==> config.mk <==
export PLATFORM = sky130hd
export DESIGN_NAME = nes_loader_top
export DESIGN_NICKNAME = d
export VERILOG_FILES = /design/src/hw/nes_pkg.sv /design/src/hw/ines_header.sv /design/src/hw/rom_loader.sv /design/src/hw/mem_arbiter.sv /design/src/hw/console_ctrl.sv /design/src/hw/joypad_port.sv /design/src/hw/nes_loader_top.sv
export SDC_FILE = /design/constraint.sdc
export NUM_CORES = 1
export LEC_CHECK = 0
export ABC_AREA = 1
export BUFFER_PORTS_ARGS = -buffer_cell sky130_fd_sc_hd__buf_2
export CELL_PAD_IN_SITES_DETAIL_PLACEMENT = 1
export CELL_PAD_IN_SITES_GLOBAL_PLACEMENT = 1
export CORE_AREA = 3 3 190 192
export DETAILED_ROUTE_END_ITERATION = 12
export DIE_AREA = 0 0 193 195
export PLACE_DENSITY = 0.65
export SYNTH_ARGS = -nofsm -noshare
export SYNTH_HDL_FRONTEND = slang
export SYNTH_SLANG_ARGS = --single-unit
==> constraint.sdc <==
create_clock -name clk -period 6 [get_ports clk]
set_input_delay 0.3 -clock clk [delete_from_list [all_inputs] [get_ports clk]]
set_output_delay 0.3 -clock clk [all_outputs]
set_load 0.01 [all_outputs]
==> src/hw/nes_pkg.sv <==
/*
 * Shared widths, iNES header constants and load addresses for the cartridge loader.
 * Memory is a single 22-bit byte-wide space. PRG loads from 0, CHR from the upper half.
 */
package nes_pkg;

	localparam int addr_width = 22;

	typedef logic [7:0] byte_t;
	typedef logic [addr_width-1:0] mem_addr_t;

	// CHR data goes to the upper half of memory
	localparam mem_addr_t chr_base = {1'b1, {(addr_width - 1){1'b0}}};

	// "NES" followed by MS-DOS end of file
	localparam byte_t ines_magic0 = 8'h4E;
	localparam byte_t ines_magic1 = 8'h45;
	localparam byte_t ines_magic2 = 8'h53;
	localparam byte_t ines_magic3 = 8'h1A;

	localparam int header_len = 16;

	localparam logic [7:0] download_reset_cycles = 8'd255;  // Console hold after a load
	localparam int ce_divide = 4;                            // Console runs every 4th cycle

	// Cartridge description word handed to the console mappers
	typedef struct packed {
		logic [6:0] reserved;
		byte_t      submapper;    // NES 2.0 only
		logic       four_screen;
		logic       chr_ram;      // No CHR ROM in the image
		logic       mirroring;
		logic [2:0] chr_size;
		logic [2:0] prg_size;
		byte_t      mapper;
	} mapper_flags_t;

endpackage

==> src/hw/ines_header.sv <==
/*
 * Holds the 16 iNES header bytes and decodes them into the mapper-flags word.
 * header_ok only looks at bytes 0..3 and 6, so it is valid when byte 15 arrives.
 * Images with a trainer are rejected.
 */
`timescale 1ns/1ps

module ines_header (
	input  logic                  clk,
	input  logic                  reset,
	input  logic                  hdr_wr,
	input  logic [3:0]            hdr_index,
	input  nes_pkg::byte_t        hdr_data,
	input  logic                  invert_mirroring,
	output logic                  header_ok,
	output nes_pkg::byte_t        prg_pages,
	output nes_pkg::byte_t        chr_pages,
	output nes_pkg::mapper_flags_t flags
);

	nes_pkg::byte_t hdr [nes_pkg::header_len];
	logic is_nes20;
	logic is_dirty;

	// Page count to size code: 1 or fewer is 0, each doubling adds one
	function automatic logic [2:0] size_code(input nes_pkg::byte_t pages);
		logic [2:0] code;
		code = 3'd7;
		for (int i = 6; i >= 0; i--) begin
			if (pages <= (9'd1 << i))
				code = 3'(i);
		end
		return code;
	endfunction

	always_ff @(posedge clk) begin
		if (reset) begin
			for (int i = 0; i < nes_pkg::header_len; i++)
				hdr[i] <= '0;
		end else if (hdr_wr) begin
			hdr[hdr_index] <= hdr_data;
		end
	end

	assign header_ok = (hdr[0] == nes_pkg::ines_magic0) && (hdr[1] == nes_pkg::ines_magic1) &&
		(hdr[2] == nes_pkg::ines_magic2) && (hdr[3] == nes_pkg::ines_magic3) &&
		!hdr[6][2];  // Trainer not supported

	assign prg_pages = hdr[4];
	assign chr_pages = hdr[5];

	assign is_nes20 = (hdr[7][3:2] == 2'b10);

	// Old dumps often carry junk in the tail bytes
	assign is_dirty = !is_nes20 && ((hdr[9][7:1] != '0) ||
		(|{hdr[10], hdr[11], hdr[12], hdr[13], hdr[14], hdr[15]}));

	always_comb begin
		flags.reserved    = '0;
		flags.submapper   = is_nes20 ? hdr[8] : 8'h00;
		flags.four_screen = hdr[6][3];
		flags.chr_ram     = (hdr[5] == 8'h00);
		flags.mirroring   = hdr[6][0] ^ invert_mirroring;
		flags.chr_size    = size_code(hdr[5]);
		flags.prg_size    = size_code(hdr[4]);
		flags.mapper      = {is_dirty ? 4'h0 : hdr[7][7:4], hdr[6][7:4]};
	end

endmodule

==> src/hw/rom_loader.sv <==
/*
 * Steps an iNES byte stream through header, PRG and CHR and issues one write per data byte.
 * Bytes are taken only while dl_active is high; extra bytes after the image are ignored.
 * Error and done hold until the next reset, which restarts at the header.
 */
`timescale 1ns/1ps

module rom_loader #(
	parameter int prg_page_bits = 14,  // log2 of bytes per PRG page
	parameter int chr_page_bits = 13   // log2 of bytes per CHR page
) (
	input  logic               clk,
	input  logic               reset,
	input  logic               dl_active,
	input  logic               dl_wr,
	input  nes_pkg::byte_t     dl_data,
	input  logic               header_ok,
	input  nes_pkg::byte_t     prg_pages,
	input  nes_pkg::byte_t     chr_pages,
	output logic               hdr_wr,
	output logic [3:0]         hdr_index,
	output nes_pkg::mem_addr_t ld_addr,
	output nes_pkg::byte_t     ld_data,
	output logic               ld_we,
	output logic               busy,
	output logic               done,
	output logic               error
);

	typedef enum logic [2:0] {
		st_header,
		st_prg,
		st_chr,
		st_error,
		st_done
	} state_t;

	state_t state;
	logic [3:0] hdr_ctr;
	nes_pkg::mem_addr_t addr;
	nes_pkg::mem_addr_t bytes_left;
	nes_pkg::mem_addr_t prg_bytes;
	nes_pkg::mem_addr_t chr_bytes;
	logic byte_in;

	assign byte_in = dl_wr && dl_active;
	assign prg_bytes = nes_pkg::mem_addr_t'(prg_pages) << prg_page_bits;
	assign chr_bytes = nes_pkg::mem_addr_t'(chr_pages) << chr_page_bits;

	assign hdr_wr = byte_in && (state == st_header);
	assign hdr_index = hdr_ctr;
	assign ld_addr = addr;
	assign ld_data = dl_data;
	assign ld_we = byte_in && ((state == st_prg) || (state == st_chr));

	always_ff @(posedge clk) begin
		if (reset) begin
			state <= st_header;
			hdr_ctr <= '0;
			busy <= 1'b0;
			done <= 1'b0;
			error <= 1'b0;
		end else begin
			case (state)
			st_header: begin
				if (hdr_wr) begin
					hdr_ctr <= hdr_ctr + 4'd1;
					if (hdr_ctr == 4'(nes_pkg::header_len - 1)) begin
						if (!header_ok) begin
							state <= st_error;
							error <= 1'b1;
							done <= 1'b1;
						end else if (prg_bytes != '0) begin
							state <= st_prg;
							addr <= '0;
							bytes_left <= prg_bytes;
							busy <= 1'b1;
						end else if (chr_bytes != '0) begin
							state <= st_chr;
							addr <= nes_pkg::chr_base;
							bytes_left <= chr_bytes;
							busy <= 1'b1;
						end else begin
							state <= st_done;  // Header only, nothing to load
							done <= 1'b1;
						end
					end
				end
			end
			st_prg, st_chr: begin
				if (ld_we) begin
					addr <= addr + 1'b1;
					bytes_left <= bytes_left - 1'b1;
					if (bytes_left == nes_pkg::mem_addr_t'(1)) begin
						if ((state == st_prg) && (chr_bytes != '0)) begin
							state <= st_chr;
							addr <= nes_pkg::chr_base;
							bytes_left <= chr_bytes;
						end else begin
							state <= st_done;
							busy <= 1'b0;
							done <= 1'b1;
						end
					end
				end
			end
			default: ;  // Error and done wait for reset
			endcase
		end
	end

endmodule

==> src/hw/mem_arbiter.sv <==
/*
 * Shares one memory bus between the ROM loader and the console.
 * A loader write is held and issued as a one-cycle mem_we right after the next console slot.
 * The loader keeps the bus until its last held write has gone out.
 */
`timescale 1ns/1ps

module mem_arbiter (
	input  logic               clk,
	input  logic               reset,
	input  logic               console_ce,
	input  logic               loading,
	input  nes_pkg::mem_addr_t ld_addr,
	input  nes_pkg::byte_t     ld_data,
	input  logic               ld_we,
	input  nes_pkg::mem_addr_t cpu_addr,
	input  nes_pkg::byte_t     cpu_wdata,
	input  logic               cpu_we,
	input  logic               cpu_rd,
	output nes_pkg::mem_addr_t mem_addr,
	output nes_pkg::byte_t     mem_wdata,
	output logic               mem_we,
	output logic               mem_rd
);

	logic pending;
	nes_pkg::mem_addr_t pend_addr;
	nes_pkg::byte_t pend_data;
	logic stage_we;
	nes_pkg::mem_addr_t stage_addr;
	nes_pkg::byte_t stage_data;
	logic ld_own;

	always_ff @(posedge clk) begin
		if (reset) begin
			pending <= 1'b0;
			stage_we <= 1'b0;
		end else begin
			stage_we <= console_ce && pending;
			if (console_ce)
				pending <= 1'b0;
			if (ld_we)
				pending <= 1'b1;  // A new write wins over the release
		end
	end

	// Separate stage so a new capture cannot disturb the write going out
	always_ff @(posedge clk) begin
		if (ld_we) begin
			pend_addr <= ld_addr;
			pend_data <= ld_data;
		end
		if (console_ce && pending) begin
			stage_addr <= pend_addr;
			stage_data <= pend_data;
		end
	end

	assign ld_own = loading || pending || stage_we;

	assign mem_addr  = ld_own ? stage_addr : cpu_addr;
	assign mem_wdata = ld_own ? stage_data : cpu_wdata;
	assign mem_we    = ld_own ? stage_we : cpu_we;
	assign mem_rd    = ld_own ? 1'b0 : cpu_rd;

endmodule

==> src/hw/console_ctrl.sv <==
/*
 * Console clock enable, reset sequencing around downloads and the mapper-flags latch.
 * A failed load keeps the console in reset until the next download starts.
 */
`timescale 1ns/1ps

module console_ctrl (
	input  logic                   clk,
	input  logic                   reset,
	input  logic                   dl_active,
	input  logic                   busy,
	input  logic                   done,
	input  logic                   error,
	input  logic                   host_reset,
	input  nes_pkg::mapper_flags_t flags,
	output logic                   console_ce,
	output logic                   console_reset,
	output logic                   loader_reset,
	output logic                   loading,
	output nes_pkg::mapper_flags_t mapper_flags
);

	logic [1:0] ce_cnt;
	logic started;   // Seen a download since power-up
	logic failed;
	logic [7:0] dl_cnt;

	always_ff @(posedge clk) begin
		if (reset) begin
			ce_cnt <= '0;
			started <= 1'b0;
			failed <= 1'b0;
			dl_cnt <= '0;
		end else begin
			ce_cnt <= ce_cnt + 2'd1;
			if (dl_active)
				started <= 1'b1;
			if (dl_active)
				failed <= 1'b0;
			else if (error)
				failed <= 1'b1;
			if (dl_active)
				dl_cnt <= nes_pkg::download_reset_cycles;
			else if (!busy && (dl_cnt != '0))
				dl_cnt <= dl_cnt - 8'd1;  // Starts once the loader has let go
		end
	end

	always_ff @(posedge clk) begin
		if (done)
			mapper_flags <= flags;
	end

	assign console_ce = (ce_cnt == 2'(nes_pkg::ce_divide - 1));
	assign console_reset = !started || dl_active || (dl_cnt != '0) || error || failed ||
		host_reset;
	assign loader_reset = reset || ((dl_cnt == '0) && !dl_active);  // Idle loader sits at header
	assign loading = dl_active || busy;

endmodule

==> src/hw/joypad_port.sv <==
/*
 * One controller serial port. Buttons load on strobe and shift out LSB first.
 * Each falling edge of ser_clk shifts in a 0.
 */
`timescale 1ns/1ps

module joypad_port (
	input  logic           clk,
	input  logic           reset,
	input  logic           strobe,
	input  logic           ser_clk,
	input  nes_pkg::byte_t buttons,
	output logic           ser_data
);

	nes_pkg::byte_t shift;
	logic ser_clk_d;

	always_ff @(posedge clk) begin
		if (reset) begin
			shift <= '0;
			ser_clk_d <= 1'b0;
		end else begin
			ser_clk_d <= ser_clk;
			if (strobe)
				shift <= buttons;
			if (ser_clk_d && !ser_clk)
				shift <= {1'b0, shift[7:1]};  // Falling edge
		end
	end

	assign ser_data = shift[0];

endmodule

==> src/hw/nes_loader_top.sv <==
/*
 * Cartridge-loading side of the console host: iNES loader, bus arbiter, reset control
 * and two controller ports. Host button words arrive already in console bit order.
 * The host must pace dl_wr to at most one strobe every four cycles.
 */
`timescale 1ns/1ps

module nes_loader_top #(
	parameter int prg_page_bits = 14,
	parameter int chr_page_bits = 13
) (
	input  logic                   clk,
	input  logic                   reset,
	input  logic                   dl_active,
	input  logic                   dl_wr,
	input  nes_pkg::byte_t         dl_data,
	input  logic                   invert_mirroring,
	input  logic                   host_reset,
	input  nes_pkg::mem_addr_t     cpu_addr,
	input  nes_pkg::byte_t         cpu_wdata,
	input  logic                   cpu_we,
	input  logic                   cpu_rd,
	input  logic                   joy_strobe,
	input  logic [1:0]             joy_clk,
	input  nes_pkg::byte_t         joy_a,
	input  nes_pkg::byte_t         joy_b,
	input  logic                   joy_swap,
	output nes_pkg::mem_addr_t     mem_addr,
	output nes_pkg::byte_t         mem_wdata,
	output logic                   mem_we,
	output logic                   mem_rd,
	output logic                   console_ce,
	output logic                   console_reset,
	output nes_pkg::mapper_flags_t mapper_flags,
	output logic [1:0]             joy_data
);

	logic hdr_wr;
	logic [3:0] hdr_index;
	logic header_ok;
	nes_pkg::byte_t prg_pages;
	nes_pkg::byte_t chr_pages;
	nes_pkg::mapper_flags_t flags;
	nes_pkg::mem_addr_t ld_addr;
	nes_pkg::byte_t ld_data;
	logic ld_we;
	logic busy;
	logic done;
	logic error;
	logic loader_reset;
	logic loading;
	nes_pkg::byte_t pad0_buttons;
	nes_pkg::byte_t pad1_buttons;

	ines_header ines_header_i (
		.clk(clk),
		.reset(reset),
		.hdr_wr(hdr_wr),
		.hdr_index(hdr_index),
		.hdr_data(dl_data),
		.invert_mirroring(invert_mirroring),
		.header_ok(header_ok),
		.prg_pages(prg_pages),
		.chr_pages(chr_pages),
		.flags(flags)
	);

	rom_loader #(
		.prg_page_bits(prg_page_bits),
		.chr_page_bits(chr_page_bits)
	) rom_loader_i (
		.clk(clk),
		.reset(loader_reset),
		.dl_active(dl_active),
		.dl_wr(dl_wr),
		.dl_data(dl_data),
		.header_ok(header_ok),
		.prg_pages(prg_pages),
		.chr_pages(chr_pages),
		.hdr_wr(hdr_wr),
		.hdr_index(hdr_index),
		.ld_addr(ld_addr),
		.ld_data(ld_data),
		.ld_we(ld_we),
		.busy(busy),
		.done(done),
		.error(error)
	);

	mem_arbiter mem_arbiter_i (
		.clk(clk),
		.reset(reset),
		.console_ce(console_ce),
		.loading(loading),
		.ld_addr(ld_addr),
		.ld_data(ld_data),
		.ld_we(ld_we),
		.cpu_addr(cpu_addr),
		.cpu_wdata(cpu_wdata),
		.cpu_we(cpu_we),
		.cpu_rd(cpu_rd),
		.mem_addr(mem_addr),
		.mem_wdata(mem_wdata),
		.mem_we(mem_we),
		.mem_rd(mem_rd)
	);

	console_ctrl console_ctrl_i (
		.clk(clk),
		.reset(reset),
		.dl_active(dl_active),
		.busy(busy),
		.done(done),
		.error(error),
		.host_reset(host_reset),
		.flags(flags),
		.console_ce(console_ce),
		.console_reset(console_reset),
		.loader_reset(loader_reset),
		.loading(loading),
		.mapper_flags(mapper_flags)
	);

	// Player swap
	assign pad0_buttons = joy_swap ? joy_b : joy_a;
	assign pad1_buttons = joy_swap ? joy_a : joy_b;

	joypad_port joypad_port0_i (
		.clk(clk),
		.reset(reset),
		.strobe(joy_strobe),
		.ser_clk(joy_clk[0]),
		.buttons(pad0_buttons),
		.ser_data(joy_data[0])
	);

	joypad_port joypad_port1_i (
		.clk(clk),
		.reset(reset),
		.strobe(joy_strobe),
		.ser_clk(joy_clk[1]),
		.buttons(pad1_buttons),
		.ser_data(joy_data[1])
	);

endmodule

[Word-level counts from Yosys, hierarchy flattened]
Memories as Yosys holds them, arrays and structs flattened. A register that Yosys moved wholly into a read port is not among the register bits.
Cells that the tools add are included.
Widths: inputs -> output; s select.
Word-level totals
  memory bits (writable): 128
  bits in registers: 163
  output and inout bits: 68
  word-level logic and storage cells: 216
  memories kept: 1
  latch bits: 0
  ROM bits: 0
  input bits: 66
Cells by class
  $mul: 0
  $add $sub $neg: 5
  bitwise gates (word level): 3
  magnitude comparators: 14
  div/mod/pow operators: 0
  mux-type cells: 79
  eq/ne operators: 19
  reduce and logical (&&, ||, !) cells: 61
  shifts and indexed selects: 0
Memories
  ines_header_i.hdr: depth 16, width 8, rd ports 16, clocked after Yosys merged registers in 1, wr ports 16, line ines_header.sv:21  | nes_pkg::byte_t hdr [nes_pkg::header_len];
Operators by type and width (count)
  $mux 22: 17
  $pmux 22 s2: 2
  $mux 8: 6
  $reduce_or 48->1: 1
  $reduce_bool 22->1: 2
  $mux 1: 30
  $mux 7: 4
  $eq 8x7->1 const B: 3
  $mux 3: 8
  $add 22x1->22 const B: 1
  $eq 22x1->1 const B: 1
  $sub 22x1->22 const B: 1
  $le 8x1->1 const B: 2
  $le 8x2->1 const B: 2
  $le 8x3->1 const B: 2
  $le 8x4->1 const B: 2
  $le 8x5->1 const B: 2
  $le 8x6->1 const B: 2
  $le 8x7->1 const B: 2
  $logic_not 8->1: 2
  $mux 2: 8
  $reduce_and 8->1: 2
  $logic_and 1x1->1: 14
  $reduce_or 2->1: 6
  28 further kinds: 59

[Depth between registers and ports, before layout]
Gate-level depths: netlist (run 1).
An unclocked memory read counts as a cell.
  depth after elaboration: 10
  mapped depth: 11
  gate-level depth less buffers: 11

[Hierarchy]
Synthesis (run 1) repeated with hierarchy kept, for this count alone.
Second synthesis, totals
  cell total of the unflattened synthesis: 1458
  area, all modules: 14196.1 um2
By module, submodules not included
  ines_header: seq. area each 3723.6 um2, area an instance 5372.7 um2, cells an instance 512, times used 1
  rom_loader: seq. area each 1521.5 um2, area an instance 3465.8 um2, cells an instance 447, times used 1
  mem_arbiter: seq. area each 1841.8 um2, area an instance 2348.5 um2, cells an instance 174, times used 1
  console_ctrl: seq. area each 1201.2 um2, area an instance 1654.1 um2, cells an instance 133, times used 1
  joypad_port: seq. area each 180.2 um2, area an instance 535.5 um2, cells an instance 70, times used 2
  nes_loader_top: seq. area each 0.0 um2, area an instance 284.0 um2, cells an instance 52, times used 1

[Worst setup path before layout (run 1)]
OpenSTA, ideal clock, no wires.
  path kind: register to register
  start point: reg console_ctrl_i.dl_cnt[0]
  end point: reg rom_loader_i.bytes_left[0] (enable)
  data arrival time: 2947 ps
  path buffers: 0
  path slack: 2608 ps
  period minus slack after synthesis: 3392 ps
  cell stages (with the launch flop): 10
  data required time: 5554 ps
  setup time: 446 ps
  cells stage by stage: dfxtp_1 -> inv_1 -> ha_1 -> inv_1 -> nor3_1 -> nand2_1 -> nor2_1 -> nor2_1 -> inv_1 -> nor2_1
Between the ends
  word-level cells in the longest chain between the ends: 5
Ends and longest elaborated chain
  start: declaration: line console_ctrl.sv:26  | logic [7:0] dl_cnt;
  start signal: assignment: line console_ctrl.sv:43  | dl_cnt <= nes_pkg::download_reset_cycles;
  start signal: assignment: line console_ctrl.sv:45  | dl_cnt <= dl_cnt - 8'd1;
  $logic_not 8->1: line console_ctrl.sv:57  | assign loader_reset = reset || ((dl_cnt == '0) && !dl_active);
  $logic_and 1x1->1: line console_ctrl.sv:57
  $logic_or 1x1->1: line console_ctrl.sv:57
  $not 1->1 (no line)
  $reduce_and 7->1 (no line)
  end signal: assignment: line rom_loader.sv:81  | bytes_left <= chr_bytes;
  end signal: assignment: line rom_loader.sv:93  | bytes_left <= bytes_left - 1'b1;
  end signal: assignment: line rom_loader.sv:98  | bytes_left <= chr_bytes;
  end: declaration: line rom_loader.sv:41  | nes_pkg::mem_addr_t bytes_left;
No other way between the ends.
A chain may end at the register's enable or synchronous reset.

[Final worst setup path (run 1)]
  start point: reg console_ctrl_i.dl_cnt[0]
  end point: reg rom_loader_i.bytes_left[15] (enable)
Same word-level chain as after synthesis.

==> results.sh, run 1 <==
export IMPL_outcome="finished clean"
export IMPL_yosys_cell_types_count=48
export IMPL_clkSlewWorstSetupHoldPaths_ns=0.06
export IMPL_io_pins=134
export IMPL_synth_adder_area_share_pct=0.959
export IMPL_antenna_found_initial=0
export IMPL_regArea_sq_um=8440
export IMPL_drt_iter0_markers=374
export IMPL_start_util_pct=37.8
export IMPL_cts_buffer_depth=3
export IMPL_ys_ff_latch=295
export IMPL_synthXorXnorAreaFrac_pct=1.88
export IMPL_min_to="joypad_port1_i.ser_clk_d"
export IMPL_die_h_um=195
export IMPL_crit_type="reg2reg"
export IMPL_synth_area_mux_share_pct=2.59
export IMPL_synth_area_sq_um=13000
export IMPL_final_nets=1446
export IMPL_synth_top_family_by_area="simple AND/OR/NAND/NOR gates"
export IMPL_rsz0062_at_grt="no"
export IMPL_yosys_top_cells_area="edfxtp_1 (58%), nor2_1 (8.1%), dfxtp_1 (6.4%)"
export IMPL_tns_ns=0
export IMPL_layout_drive_gt1_share_pct=19.1
export IMPL_rr_endpoint="rom_loader_i.bytes_left[15]"
export IMPL_clock_sinks=295
export IMPL_post_cts_setup_buffer_count=0
export IMPL_drv_slew=0
export IMPL_ys_flop_type="edfxtp_1"
export IMPL_grt_pass1_wl_um=49600
export IMPL_ant_nets=0
export IMPL_vias=8919
export IMPL_min_path_cells=3
export IMPL_power_leakage_nw=6.00
export IMPL_viasPerCell=4.84
export IMPL_worstMarginPinSlew_ns=1.24
export IMPL_drc=0
export IMPL_r2r_start="console_ctrl_i.dl_cnt[0]"
export IMPL_synth_most_common_cell="nor2_1"
export IMPL_post_route_period_util_pct=40.5
export IMPL_relSlewSlack_pct=17.5
export IMPL_yosysWarnings=0
export IMPL_clock_root_buffer="clkbuf_16"
export IMPL_drv_cap=0
export IMPL_arrival_ns=2.55
export IMPL_nFillCells=3842
export IMPL_gp_congestion=0.813
export IMPL_cp_end_kind="flip-flop"
export IMPL_synth_edf_count=253
export IMPL_numCtsBuffers=34
export IMPL_grt_max_degree=45
export IMPL_setup_viol=0
export IMPL_min_period_ns=2.43
export IMPL_multi_input_area_sq_um=3950
export IMPL_r2r_cells=10
export IMPL_post_route_util_pct=44.2
export IMPL_die_area_sq_um=37600
export IMPL_worstPathMaxFanout=44
export IMPL_synth_common_cells="nor2_1 (280), edfxtp_1 (253), nand2_1 (169), inv_1 (123), a21oi_1 (43)"
export IMPL_clock_skew_ns=0.0213
export IMPL_overflow=0
export IMPL_first_pass_iters=4
export IMPL_min_delay_start="joy_clk[1]"
export IMPL_grt_pass1_vias=9527
export IMPL_ff2ff_setup_slack_ns=3.57
export IMPL_worst_setup_path_start_kind="flip-flop"
export IMPL_cts_tree="done"
export IMPL_wl_um=31100
export IMPL_synth_seq_area_share_pct=64.7
export IMPL_yosysTopAreaCell="edfxtp_1"
export IMPL_io_buffers=126
export IMPL_postSynthCellCount=1225
export IMPL_worstSkewPairLatency_ns=0.51
export IMPL_syn_area_per_cell_sq_um=10.6
export IMPL_hpwlAfterDp_um=21400
export IMPL_die_w_um=193
export IMPL_max_freq_mhz=412
export IMPL_synthToLayoutAreaGrowth_pct=17.0
export IMPL_coreArea_sq_um=34500
export IMPL_vdd_drop_max_mv=0.153
export IMPL_hold_path_class="in2reg"
export IMPL_hold_viol=0
export IMPL_synth_simple_area_share_pct=19.1
export IMPL_p_per_area_nw_per_um2=302
export IMPL_routedWlPerCell_um=16.8
export IMPL_n_antenna_cell=0
export IMPL_num_rows=68
export IMPL_grt_total_usage_pct=16.6
export IMPL_netlist_area_leader_share_pct=58.3
export IMPL_synth_compound_gate_area_share_pct=5.45
export IMPL_htreeDepth=2
export IMPL_synth_async_sr_flop_share_pct=0
export IMPL_crit_required_ns=6.12
routing by layer:
layer	part of all wire (%)	routed length (um)	track usage [%]	up-vias
met1	44	13600	20.8	4366
li1	-	-	-	4397
met4	1.9	581	3.86	0
met2	51	15800	29.8	112
met5	0	0	0	-
met3	3.5	1080	2.68	44
metrics by stage:
step | cells | area (sq um) | worst slack, ns | hold slack (ns) | total power [mW]
floorplan | 1231 | 13100 | 2.61 | 0.399 | 2.57
global placement | 1781 | 14100 | 3.63 | 0.402 | 2.67
detailed placement | 1781 | 14100 | 3.57 | 0.405 | 2.68
CTS | 1844 | 15300 | 3.53 | 0.0115 | 4.68
global route | 1844 | 15300 | 3.33 | 0.0298 | 4.81
finish | 1844 | 15300 | 3.57 | 0.0333 | 4.61
state kept, by name, summed over array words and instances (netlist names), 2 cells and up:
signal	flops
mem_arbiter_i.stage_addr	22
console_ctrl_i.mapper_flags	25
rom_loader_i.hdr_index	4
console_ctrl_i.ce_cnt	2
mem_arbiter_i.pend_data	8
mem_arbiter_i.pend_addr	22
joypad_port0_i.shift	8
mem_arbiter_i.stage_data	8
rom_loader_i.ld_addr	22
rom_loader_i.state	3
joypad_port1_i.shift	8
console_ctrl_i.dl_cnt	8
ines_header_i.hdr	124
rom_loader_i.bytes_left	22
worst max-delay path: stages (launching register included):
cell and delay, ns:
dfxtp_1 0.32, inv_1 0.08, ha_1 0.21, inv_1 0.05, nor3_1 0.04, nand2_1 0.10, nor2_1 0.07, nor2_1 0.26
inv_1 0.25, nor2_4 0.14, buf_4 0.51
cell families (layout without fill, tap and decap cells):
group,after synthesis,in the layout
AO/OA/AOI/OAI,120,120
XOR/XNOR,28,28
adder cells (fa/ha/maj),10,10
buffers and inverters,168,326
flip-flops,295,295
multiplexers,30,30
other,1,7
AND/OR/NAND/NOR,573,573
cell type report:
class	instances	share of cell area, %
Tap cell	455	3.73
Sequential cell	295	55.3
Clock buffer	40	5.86
Clock inverter	15	1.04
Timing Repair Buffer	138	4.86
Inverter	133	3.29
Multi-Input combinational cell	768	25.9
timing repair:
action,in CTS,in global routing
hold buffers,8,0
endpoints found under the hold margin,8,0
gates resized for setup,0,0
worst max path at each step:
stage                                        start                     endpoint  slack (ns)  cells after the start
after detailed placement  console_ctrl_i.dl_cnt[0]      rom_loader_i.ld_addr[4]        3.57                     10
after global routing      console_ctrl_i.dl_cnt[0]      rom_loader_i.ld_addr[5]        3.33                     10
after CTS                 console_ctrl_i.dl_cnt[0]  rom_loader_i.bytes_left[15]        3.53                     10
final                     console_ctrl_i.dl_cnt[0]  rom_loader_i.bytes_left[15]        3.57                     10
after global placement    console_ctrl_i.dl_cnt[0]      rom_loader_i.ld_addr[6]        3.63                     10
after floorplan           console_ctrl_i.dl_cnt[0]   rom_loader_i.bytes_left[0]        2.61                      9
power by group:
group	internal, mW	switching, mW	total (mW)
sequential	2.29	0.0350	2.33
clock	1.19	0.791	1.98
combinational	0.105	0.204	0.309
cells in the final DEF, fill, tap and decap left out, types with 9 or more instances in the layout:
cell,instances
nand2_1,169
a21oi_1,43
nand4_1,15
a31oi_1,12
edfxtp_1,253
nand2_2,20
ha_1,10
buf_2,126
nor2_4,9
inv_1,123
nor2_1,278
nand3_1,25
nor4_1,9
xor2_1,20
o21ai_0,25
dfxtp_1,42
o211ai_1,10
clkbuf_16,34
nor3_1,17
mux2_2,27
nor2_2,12
Note: power is estimated with default switching activity, not from simulation.
==> run 2: changes to the inputs <==
--- a/config.mk
+++ b/config.mk
@@ -5,14 +5,14 @@
 export SDC_FILE = /design/constraint.sdc
 export NUM_CORES = 1
 export LEC_CHECK = 0
-export ABC_AREA = 1
+export ABC_AREA = 0
 export BUFFER_PORTS_ARGS = -buffer_cell sky130_fd_sc_hd__buf_2
 export CELL_PAD_IN_SITES_DETAIL_PLACEMENT = 1
 export CELL_PAD_IN_SITES_GLOBAL_PLACEMENT = 1
-export CORE_AREA = 3 3 190 192
+export CORE_AREA = 3 3 189 191
 export DETAILED_ROUTE_END_ITERATION = 12
-export DIE_AREA = 0 0 193 195
-export PLACE_DENSITY = 0.65
+export DIE_AREA = 0 0 192 194
+export PLACE_DENSITY = 0.66
 export SYNTH_ARGS = -nofsm -noshare
 export SYNTH_HDL_FRONTEND = slang
 export SYNTH_SLANG_ARGS = --single-unit
==> constraint.sdc (replaced) <==
create_clock -name clk -period 2.2 [get_ports clk]
set_input_delay 0.11 -clock clk [delete_from_list [all_inputs] [get_ports clk]]
set_output_delay 0.11 -clock clk [all_outputs]
set_load 0.01 [all_outputs]
==> run 2 against run 1 <==
Compared with the run above: the flow now finishes with violations (negative setup slack); wire length is 0.51% lower; final area increased by 4.7%; combinational power grew 110%; via count down 4.0%; sequential cell count is the same; synthesized cell count shrank 18%; hold slack better by 0.0094 ns; power increased to 2.7 times the previous value; sequential share of layout area shrank 2.5 points; sequential power grew to 2.7 times the previous value; non-clock buffer count is 92 higher; critical path type unchanged; largest power group unchanged; highest routed layer unchanged.
==> results.sh, run 2 <==
export IMPL_viasPerCell=4.99
export IMPL_vias=8558
export IMPL_clkSlewWorstSetupHoldPaths_ns=0.06
export IMPL_cts_buffer_depth=3
export IMPL_yosysWarnings=0
export IMPL_clock_sinks=295
export IMPL_netlist_area_leader_share_pct=59.0
export IMPL_synth_edf_count=253
export IMPL_relSlewSlack_pct=63.3
export IMPL_power_share_clock_pct=44.3
export IMPL_dp_worst_setup_slack_ns=-0.600
export IMPL_max_freq_mhz=377
export IMPL_clock_root_buffer="clkbuf_16"
export IMPL_largest_registers="ines_header_i.hdr: 124 flops, console_ctrl_i.mapper_flags: 25 flops"
export IMPL_grt_total_usage_pct=16.3
export IMPL_grt_pass1_vias=8859
export IMPL_tns_ns=-19.61
export IMPL_cts_tree="done"
export IMPL_yosysTopAreaCell="edfxtp_1"
export IMPL_final_cells=1716
export IMPL_layout_setup_ws_ns=-0.452
export IMPL_synthToLayoutAreaGrowth_pct=23.9
export IMPL_routedWlPerCell_um=18.0
export IMPL_synth_common_cells="edfxtp_1 (253), and2_1 (139), nor2_1 (112), nand2_1 (50), dfxtp_1 (42)"
export IMPL_post_route_period_util_pct=121
export IMPL_final_cell_mix="edfxtp_1 (253), and2_1 (139), buf_2 (126)"
export IMPL_numCtsBuffers=34
export IMPL_pwr_share_seq_pct=50.6
export IMPL_synth_area_mux_share_pct=4.02
export IMPL_regArea_sq_um=8440
export IMPL_antenna_found_initial=0
export IMPL_min_period_ns=2.65
export IMPL_p_per_area_nw_per_um2=771
export IMPL_hpwlAfterDp_um=20700
export IMPL_io_pins=134
export IMPL_violations="negative setup slack"
export IMPL_io_buffers=126
export IMPL_layout_drive_gt1_share_pct=27.3
export IMPL_syn_area_per_cell_sq_um=12.8
export IMPL_grtUsageMet2_pct=29.0
export IMPL_die_w_um=192
export IMPL_p_sw_mw=2.64
export IMPL_postSynthCellCount=1005
export IMPL_num_rows=68
export IMPL_post_route_util_pct=46.6
export IMPL_die_area_sq_um=37200
export IMPL_yosys_cell_types_count=60
export IMPL_nFillCells=3587
export IMPL_synth_async_sr_flop_share_pct=0
export IMPL_htreeDepth=2
export IMPL_drv_cap=0
export IMPL_drt_iter0_markers=451
export IMPL_crit_type="reg2reg"
export IMPL_grt_most_used_layer="met2"
export IMPL_hold_path_class="in2reg"
export IMPL_drc=0
export IMPL_gp_congestion=0.811
export IMPL_grt_use_met1_pct=20.6
export IMPL_worstMarginPinSlew_ns=0.546
export IMPL_arrival_ns=2.90
export IMPL_first_pass_iters=4
export IMPL_synth_most_common_cell="edfxtp_1"
export IMPL_synth_seq_area_share_pct=65.5
export IMPL_setup_viol=46
export IMPL_met3_usage_pct=2.75
export IMPL_synth_adder_area_share_pct=0.971
export IMPL_synth_compound_gate_area_share_pct=4.71
export IMPL_design_area_sq_um=16000
export IMPL_crit_required_ns=2.45
export IMPL_drv_slew=0
export IMPL_worstSkewPairLatency_ns=0.52
export IMPL_p_int_mw=9.68
export IMPL_largest_reg_flops=124
export IMPL_n_antenna_cell=0
export IMPL_hold_ws_ns=0.0427
export IMPL_overflow=0
export IMPL_start_util_pct=37.6
export IMPL_cp_end_kind="flip-flop"
export IMPL_clock_skew_ns=0.0213
export IMPL_synth_top_family_by_area="simple AND/OR/NAND/NOR gates"
export IMPL_worst_setup_path_start_kind="flip-flop"
export IMPL_p_total_mw=12.3
export IMPL_ys_ff_latch=295
export IMPL_synthXorXnorAreaFrac_pct=3.40
export IMPL_p_comb_share_pct=5.2
export IMPL_outcome="complete, but fails checks"
export IMPL_ant_nets=0
export IMPL_wl_um=30900
export IMPL_grt_max_degree=48
export IMPL_hold_viol=0
export IMPL_placed_area_sq_um=14600
export IMPL_final_common_cell="edfxtp_1"
export IMPL_dp_cells=1636
export IMPL_grt_pass1_wl_um=48400
export IMPL_synth_simple_area_share_pct=19.5
export IMPL_ff2ff_setup_slack_ns=-0.45
export IMPL_vdd_drop_max_mv=0.574
export IMPL_p_sw_share_pct=21.4
export IMPL_rsz0062_at_grt="yes"
export IMPL_coreArea_sq_um=34300
export IMPL_power_leakage_nw=5.79
export IMPL_final_nets=1311
export IMPL_die_h_um=194
export IMPL_ys_flop_type="edfxtp_1"
export IMPL_multi_input_area_sq_um=4390
export IMPL_top_register="ines_header_i.hdr"
export IMPL_yosys_top_cells_area="edfxtp_1 (59%), and2_1 (6.7%), dfxtp_1 (6.5%)"
export IMPL_synth_area_sq_um=12900
export IMPL_worstPathMaxFanout=11
==> run 2: logic make-up (layout without fill, tap and decap cells) <==
group | after synthesis | count (layout)
mux | 48 | 48
flops | 295 | 295
fa+ha+maj | 10 | 10
other cells | 1 | 7
compound gates | 91 | 91
simple gates | 454 | 458
xor+xnor | 50 | 50
buf+inv | 56 | 302
==> run 2: per-layer routing <==
layer  up-vias  wire length, um
met5         -                0
met4         0              609
met3        42             1390
met2       152            15600
met1      4233            13300
li1       4131                -
==> run 2: path summary, 6_finish.rpt <==
| check | from | end | cells after the start |
|---|---|---|---|
| worst max register to register | ines_header_i.hdr[5][3] | rom_loader_i.ld_addr[10] | 5 |
| worst min-delay path | dl_data[1] | mem_arbiter_i.pend_data[1] | 1 |
| worst max-delay path | ines_header_i.hdr[5][3] | rom_loader_i.ld_addr[10] | 5 |
| worst min register to register | mem_arbiter_i.pend_addr[8] | mem_arbiter_i.stage_addr[8] | 0 |
==> run 2: what timing repair did <==
action                     in CTS  in global routing
gates cloned                    5                  0
setup buffers                   5                  3
pin swaps                       3                  8
gates resized for setup        15                 12
setup endpoints to repair      77                 89
hold endpoints to repair        6                  0
hold buffers                    6                  0
==> run 2: worst max-delay path: stages (launching register included) <==
cell	delay, ns
edfxtp_1	0.39
or4_4	0.55
or4b_4	0.55
nor4b_4	0.15
or4_4	0.49
and3_4	0.25
==> run 2: final cells by class <==
| cell class | instances | area share (%) |
|---|---|---|
| clock inverters | 16 | 0.674 |
| repair buffers | 230 | 9.08 |
| multi-input cells | 664 | 27.5 |
| inverters | 10 | 0.235 |
| clock buffers | 46 | 6.13 |
| well taps | 455 | 3.56 |
| flip-flops and latches | 295 | 52.8 |
==> run 2: power groups by stage <==
| stage | clock (mW) | combinational, mW | sequential, mW |
|---|---|---|---|
| floorplan | 0 | 0.362 | 6.33 |
| global placement | 0 | 0.599 | 6.34 |
| detailed placement | 0 | 0.616 | 6.34 |
| CTS | 5.62 | 0.643 | 6.23 |
| global route | 5.84 | 0.708 | 6.24 |
| finish | 5.46 | 0.635 | 6.23 |
